[config.mk]
export PLATFORM = sky130hd
export DESIGN_NAME = rv_ctrl_fsm
export DESIGN_NICKNAME = d
export VERILOG_FILES = /design/src/rv_pkg.sv /design/src/rv_ctrl_fsm.sv
export VERILOG_INCLUDE_DIRS = /design/src /design/src/src
export SDC_FILE = /design/constraint.sdc
export NUM_CORES = 1
export LEC_CHECK = 0
export BUFFER_PORTS_ARGS = -buffer_cell sky130_fd_sc_hd__buf_2
export CAP_MARGIN = 0
export CORE_AREA = 2 2 39 41
export CTS_CLUSTER_SIZE = 20
export DETAILED_ROUTE_END_ITERATION = 12
export DIE_AREA = 0 0 41 43
export GPL_ROUTABILITY_DRIVEN = 0
export PLACE_DENSITY = 0.9
export SLEW_MARGIN = 20
export SYNTH_ARGS = -nofsm -noshare
export SYNTH_HDL_FRONTEND = slang
export SYNTH_SLANG_ARGS = --single-unit
[constraint.sdc]
create_clock -name clk -period 4.1 [get_ports clk]
set_input_delay 0.82 -clock clk [delete_from_list [all_inputs] [get_ports clk]]
set_output_delay 0.82 -clock clk [all_outputs]
set_load 0.005 [all_outputs]
[src/rv_settings.svh]
//----------------------------------------------------------
// RV64 core settings.
// Data width, register count and the first fetch address.
//----------------------------------------------------------
`ifndef RV_SETTINGS_SVH
`define RV_SETTINGS_SVH

// Register and memory data width.
`define RV_XLEN     64
// Architectural integer registers.
`define RV_NUM_REGS 32
`define RV_INSTR_W  32
// First fetch address after reset.
`define RV_RESET_PC 64'h0

`endif

[src/rv_pkg.sv]
//----------------------------------------------------------
// RV64 core types.
// Opcodes, ALU operations, FSM states and port structs.
//----------------------------------------------------------
`include "rv_settings.svh"

package rv_pkg;

    typedef logic [`RV_XLEN-1:0] xlen_t;

    // Major opcodes of the kept instructions.
    typedef enum logic [6:0] {
        OPC_OP     = 7'b0110011,
        OPC_OP_IMM = 7'b0010011,
        OPC_LUI    = 7'b0110111,
        OPC_LOAD   = 7'b0000011,
        OPC_STORE  = 7'b0100011,
        OPC_BRANCH = 7'b1100011,
        OPC_JAL    = 7'b1101111
    } opcode_e;

    typedef enum logic [3:0] {
        ALU_ADD,
        ALU_SUB,
        ALU_AND,
        ALU_OR,
        ALU_XOR,
        ALU_SLL,
        ALU_SRL,
        ALU_SRA,
        ALU_SLT,
        ALU_SLTU
    } alu_op_e;

    typedef enum logic [2:0] {
        FETCH,
        DECODE,
        EXECUTE,
        MEM_ADDR,
        MEM_ACCESS,
        WRITEBACK,
        BRANCH
    } ctrl_state_e;

    //----------------------------------------------------------
    // Datapath select codes.
    //----------------------------------------------------------
    localparam logic [1:0] SRC_A_PC     = 2'd0;
    localparam logic [1:0] SRC_A_OLD_PC = 2'd1;
    localparam logic [1:0] SRC_A_REG    = 2'd2;
    localparam logic [1:0] SRC_A_ZERO   = 2'd3;

    localparam logic [1:0] SRC_B_REG    = 2'd0;
    localparam logic [1:0] SRC_B_IMM    = 2'd1;
    localparam logic [1:0] SRC_B_FOUR   = 2'd2;

    localparam logic [2:0] IMM_I        = 3'd0;
    localparam logic [2:0] IMM_S        = 3'd1;
    localparam logic [2:0] IMM_B        = 3'd2;
    localparam logic [2:0] IMM_U        = 3'd3;
    localparam logic [2:0] IMM_J        = 3'd4;

    // Writeback source. Registered ALU result, MDR or live ALU output.
    localparam logic [1:0] RES_ALU_Q    = 2'd0;
    localparam logic [1:0] RES_MDR      = 2'd1;
    localparam logic [1:0] RES_ALU      = 2'd2;

    //----------------------------------------------------------
    // Structs.
    //----------------------------------------------------------
    typedef struct packed {
        logic  req;
        logic  we;
        xlen_t addr;
        xlen_t wdata;
    } mem_req_t;

    typedef struct packed {
        logic  ack;
        xlen_t rdata;
    } mem_rsp_t;

    typedef struct packed {
        logic       pc_we;
        logic       ir_we;
        logic       reg_we;
        logic       mdr_we;
        logic [1:0] alu_src_a;
        logic [1:0] alu_src_b;
        alu_op_e    alu_op;
        logic [2:0] imm_sel;
        logic [1:0] result_sel;
        logic       pc_from_alu;
    } dp_ctrl_t;

    typedef struct packed {
        opcode_e    opcode;
        logic [2:0] funct3;
        logic       funct7_b5;
        logic       zero;
    } dp_status_t;

endpackage

[src/rv_ctrl_fsm.sv]
//----------------------------------------------------------
// Multicycle control FSM.
// Sequences each instruction and runs the memory handshake.
//----------------------------------------------------------
`timescale 1ns/1ns

module rv_ctrl_fsm
    import rv_pkg::*;
(
    input  logic       clk,
    input  logic       i_reset,
    input  dp_status_t i_status,
    input  logic       i_ack,
    output dp_ctrl_t   o_ctrl,
    output logic       o_req,
    output logic       o_we,
    output logic       o_addr_is_pc
);

    ctrl_state_e state_q;
    ctrl_state_e state_d;
    logic        req_q;
    logic        req_d;
    logic        mem_done;
    logic        is_store;
    alu_op_e     arith_op;

    // A transfer ends on the cycle ack is seen with req still high.
    assign mem_done = req_q & i_ack;
    assign is_store = (i_status.opcode == OPC_STORE);

    // ALU operation for OP and OP-IMM.
    always_comb begin
        case (i_status.funct3)
            3'b000: begin
                if (i_status.opcode == OPC_OP && i_status.funct7_b5) begin
                    arith_op = ALU_SUB;
                end else begin
                    arith_op = ALU_ADD;
                end
            end
            3'b001:  arith_op = ALU_SLL;
            3'b010:  arith_op = ALU_SLT;
            3'b011:  arith_op = ALU_SLTU;
            3'b100:  arith_op = ALU_XOR;
            3'b101:  arith_op = i_status.funct7_b5 ? ALU_SRA : ALU_SRL;
            3'b110:  arith_op = ALU_OR;
            default: arith_op = ALU_AND;
        endcase
    end

    //----------------------------------------------------------
    // Four-phase request.
    //----------------------------------------------------------
    always_comb begin
        req_d = req_q;
        if (mem_done) begin
            req_d = 1'b0;
        end else if (!req_q && !i_ack && (state_q == FETCH || state_q == MEM_ACCESS)) begin
            // New request only once the previous ack has gone low.
            req_d = 1'b1;
        end
    end

    always_ff @(posedge clk) begin
        if (i_reset) begin
            state_q <= FETCH;
            req_q   <= 1'b0;
        end else begin
            state_q <= state_d;
            req_q   <= req_d;
        end
    end

    assign o_req        = req_q;
    assign o_we         = (state_q == MEM_ACCESS) && is_store;
    assign o_addr_is_pc = (state_q == FETCH);

    //----------------------------------------------------------
    // Next state and control word.
    //----------------------------------------------------------
    always_comb begin
        state_d = state_q;
        o_ctrl  = '0;
        case (state_q)
            FETCH: begin
                // PC + 4 goes straight into the PC with the instruction.
                o_ctrl.alu_src_a   = SRC_A_PC;
                o_ctrl.alu_src_b   = SRC_B_FOUR;
                o_ctrl.pc_from_alu = 1'b1;
                o_ctrl.pc_we       = mem_done;
                o_ctrl.ir_we       = mem_done;
                if (mem_done) begin
                    state_d = DECODE;
                end
            end
            DECODE: begin
                // Branch or jump target lands in the ALU result register.
                o_ctrl.alu_src_a = SRC_A_OLD_PC;
                o_ctrl.alu_src_b = SRC_B_IMM;
                o_ctrl.imm_sel   = (i_status.opcode == OPC_JAL) ? IMM_J : IMM_B;
                case (i_status.opcode)
                    OPC_OP, OPC_OP_IMM, OPC_LUI: state_d = EXECUTE;
                    OPC_LOAD, OPC_STORE:         state_d = MEM_ADDR;
                    OPC_BRANCH:                  state_d = BRANCH;
                    OPC_JAL:                     state_d = WRITEBACK;
                    default:                     state_d = FETCH;
                endcase
            end
            EXECUTE: begin
                if (i_status.opcode == OPC_LUI) begin
                    o_ctrl.alu_src_a = SRC_A_ZERO;
                    o_ctrl.alu_src_b = SRC_B_IMM;
                    o_ctrl.imm_sel   = IMM_U;
                end else begin
                    o_ctrl.alu_src_a = SRC_A_REG;
                    o_ctrl.alu_src_b = (i_status.opcode == OPC_OP) ? SRC_B_REG : SRC_B_IMM;
                    o_ctrl.imm_sel   = IMM_I;
                    o_ctrl.alu_op    = arith_op;
                end
                state_d = WRITEBACK;
            end
            MEM_ADDR, MEM_ACCESS: begin
                // Same sum in both states keeps the address steady.
                o_ctrl.alu_src_a = SRC_A_REG;
                o_ctrl.alu_src_b = SRC_B_IMM;
                o_ctrl.imm_sel   = is_store ? IMM_S : IMM_I;
                if (state_q == MEM_ADDR) begin
                    state_d = MEM_ACCESS;
                end else if (mem_done) begin
                    o_ctrl.mdr_we = !is_store;
                    state_d       = is_store ? FETCH : WRITEBACK;
                end
            end
            WRITEBACK: begin
                o_ctrl.reg_we = 1'b1;
                if (i_status.opcode == OPC_LOAD) begin
                    o_ctrl.result_sel = RES_MDR;
                end else if (i_status.opcode == OPC_JAL) begin
                    // Link is old PC + 4; the target was computed in DECODE.
                    o_ctrl.alu_src_a  = SRC_A_OLD_PC;
                    o_ctrl.alu_src_b  = SRC_B_FOUR;
                    o_ctrl.result_sel = RES_ALU;
                    o_ctrl.pc_we      = 1'b1;
                end else begin
                    o_ctrl.result_sel = RES_ALU_Q;
                end
                state_d = FETCH;
            end
            BRANCH: begin
                o_ctrl.alu_src_a = SRC_A_REG;
                o_ctrl.alu_src_b = SRC_B_REG;
                o_ctrl.alu_op    = ALU_SUB;
                // BEQ on zero, BNE on nonzero.
                o_ctrl.pc_we     = i_status.zero ^ i_status.funct3[0];
                state_d          = FETCH;
            end
            default: begin
                state_d = FETCH;
            end
        endcase
    end

endmodule

==> results by group <==
Detailed routing
  – DR WL/cell: 11.1 µm
  – Antenna Nets Post-Route: 0
  – Initial DRC Count: 10
  – DR DRC count: 0
  – First-pass DRT Iterations: 4
  – Final WL: 1440 µm
  – Routed vias/inst: between 5 and 6
  – Vias: 716

Power
  – Pwr dens: roughly 170 mW/mm²
  – Leak: around 0.35 nW
  – Peak supply drop: roughly 0.16 mV

Placement
  – DP Wirelength: 1170 µm
  – Pre-CTS WS: 1.28 ns
  – Port Buffers: 35

Global route
  – Initial antenna violation count: 0
  – M1 GR Usage: 0.222
  – First-pass GRT wire length: 2210 µm
  – Vias in the first global route: 542
  – Most used routing layer: met2
  – Routing usage on met2: 0.284
  – Grt total ovfl: 0
  – Largest net degree at the start of global routing: 18
  – Met3 global-route usage: 0.0628
  – Tot GR Track Use: 0.176

STA
  – PnR worst setup slack: about 1.3 ns
  – Pin slew with the least headroom to its limit: about 0.53 ns
  – Final Hold Viols: 0
  – Final min period: 2.83 ns
  – Pins Over Slew Limit: 0
  – Fmax achieved: roughly 0.35 GHz
  – TNS Setup: 0 ns
  – Max-slew headroom: 0.647
  – Clock Skews: 0.00620 ns
  – Setup violators final: 0
  – RSZ-0062 raised after global routing: no
  – Tcrit/Tclk final: 0.691

Worst setup path
  – Critical Path Max Stage Delay: 0.40 ns
  – Cell mode on critical path: buf_2
  – Crit start category: primary input
  – CP Class: in -> out
  – Worst path slowest cell: nor4b_2
  – CP Data Required Time: 3.28 ns
  – R2R Setup Slk: between 2 and 3 ns
  – CP Capture Type: primary output
  – RR Endpoint: state_q[1]
  – Reg-to-reg startpoint: state_q[0]
  – Delay-heaviest family, CP: simple AND/OR/NAND/NOR gates
  – Crit path DAT: between 2 and 2.5 ns
  – Cells on worst reg2reg path: 4
  – Max FO, Critical Path: 6
  – Worst Path Buf+Inv: 2
  – Worst-path cell chain: buf_2 -> nand4_1 -> nor4b_2 -> mux2i_1 -> o32ai_1 -> buf_2

Yosys
  – Synth Warn #: 0
  – Largest cells by area after synthesis: dfxtp_1 (14%), nor2_1 (7.4%), nand2_1 (6.0%), a21oi_1 (5.4%), nand2b_1 (4.5%)
  – Synthesized Nets: between 90 and 100
  – Synthesized area: 559 µm²
  – Synth cell types: 36
  – Synth Area per Inst: roughly 7 µm²
  – Area leader, netlist: dfxtp_1
  – Yosys reg bits: 4
  – Sequential fraction of the synthesis area: 0.143
  – Synth Instances: 80
  – Top-area cell type share of the netlist area: 0.143

Hold path
  – Hold WC Path Type: reg -> reg
  – Hold Path Sink: o_req
  – Hold path depth: 2
  – Worst hold start: o_req

Die
  – Die area: 0.00176 mm²
  – Die width: slightly above 40 µm
  – Overall die height: 43 µm
  – FP Rows: 14
  – CORE AREA: 0.00138 mm²
  – Starting density of the core: 0.404
  – Ports: 36

Run status
  – Status: finished, final reports clean

Clock network
  – H-tree level count: 1
  – Post-CTS Resized: 0
  – Worst-Skew Late Latency: around 0.23 ns
  – Setup bufs post-CTS: 0
  – Clk sink count: 4
  – Bufs on Longest Clock Path: 2
  – TritonCTS clock tree: built
  – Clk slew on worst S/H paths: approximately 0.040 ns
  – Hold-fix buffers, CTS: 0
  – Clk root buf: clkbuf_4
  – CTS buffer count: 3

Run
  – Max Cap Viol: 0

Final layout
  – Share of cells above drive strength 1: 0.386
  – Syn-to-layout area delta: 32.2%
  – Nets: 131
  – Fin util: 0.534
  – Diodes inserted: 0
-- worst reg2reg max path: cells and delay by family, from the launching register on --
kind	cells	cell delay (ns)
flops	1	0.50
simple gates	4	0.89
-- cells by family after synthesis --
group                  count (synthesis)  share of synthesized area
AND/OR/NAND/NOR                       45                      0.447
AO/OA/AOI/OAI                         20                      0.257
buffers and inverters                  7                     0.0872
flip-flops                             4                      0.143
XOR/XNOR                               3                     0.0470
multiplexers                           1                     0.0179
-- state kept, by name, summed over array words and instances (netlist names) --
signal / count
state_q: 3
o_req: 1
-- Yosys cell counts, drive strengths merged --
| master | instances |
|---|---|
| a2111oi | 1 |
| a211oi | 1 |
| a21oi | 7 |
| a311o | 1 |
| a31oi | 2 |
| and2 | 2 |
| and2b | 1 |
| and3 | 2 |
| and4b | 1 |
| buf | 4 |
| dfxtp | 4 |
| inv | 3 |
| mux2i | 1 |
| nand2 | 9 |
| nand2b | 4 |
| nand3 | 2 |
| nand4 | 2 |
| nor2 | 11 |
| nor3 | 5 |
| nor3b | 1 |
| nor4 | 1 |
| nor4b | 1 |
| o211a | 1 |
| o211ai | 1 |
| o21a | 1 |
| o21ai | 3 |
| o32ai | 1 |
| o41a | 1 |
| or2 | 1 |
| or4 | 2 |
| xnor2 | 2 |
| xor2 | 1 |
-- worst max-delay path by stage --
stage	cells past startpoint	startpoint	to	slack [ns]
after global routing	6	i_status[10]	o_ctrl[3]	1.10
after global placement	6	i_status[10]	o_ctrl[3]	1.26
after CTS	6	i_status[10]	o_ctrl[3]	1.27
after floorplan	4	i_status[10]	o_ctrl[9]	1.61
final	6	i_status[10]	o_ctrl[3]	1.27
after detailed placement	6	i_status[10]	o_ctrl[3]	1.28
-- per-stage QoR --
stage,cell area (µm²),std cells,power [mW],hold WS [ns]
finish,739,130,0.128,0.531
global route,739,130,0.139,0.588
CTS,739,130,0.131,0.539
detailed placement,717,127,0.0812,0.533
global placement,717,127,0.0801,0.528
floorplan,559,80,0.0635,0.513
-- power by group --
| part | internal (mW) | switching (mW) | total, mW |
|---|---|---|---|
| Clock | 0.0326 | 0.0150 | 0.0476 |
| Combinational | 0.0182 | 0.0199 | 0.0381 |
| Sequential | 0.0404 | 0.00216 | 0.0425 |
| Total | 0.0912 | 0.0370 | 0.128 |
-- per-layer routing --
metal / routed length, µm / share of wire
met3: 131 / 0.091
met1: 623 / 0.43
met2: 683 / 0.47
met4: 0 / 0
met5: 0 / 0
-- area by class of cell --
class                      instances  area [µm²]
timing repair buffer              35         175
inverter                           3        11.3
tap                               16        20.0
multi-input combinational         69         430
sequential                         4        80.1
fill                             142         644
clock buffer                       3        22.5
-- placed cells by master (no fill, tap or decap), types with 2 or more instances in the layout --
master,netlist,final
a21oi_1,6,6
a31oi_1,2,2
and2_1,2,2
buf_2,0,35
clkbuf_4,0,3
dfxtp_1,4,4
inv_1,3,3
nand2_1,9,9
nand2b_1,4,4
nand3_1,2,2
nand4_1,2,2
nor2_1,11,11
nor3_1,4,4
o21ai_0,3,3
or4_1,2,2
xnor2_1,2,2
Power figures use the tool's default switching activity.
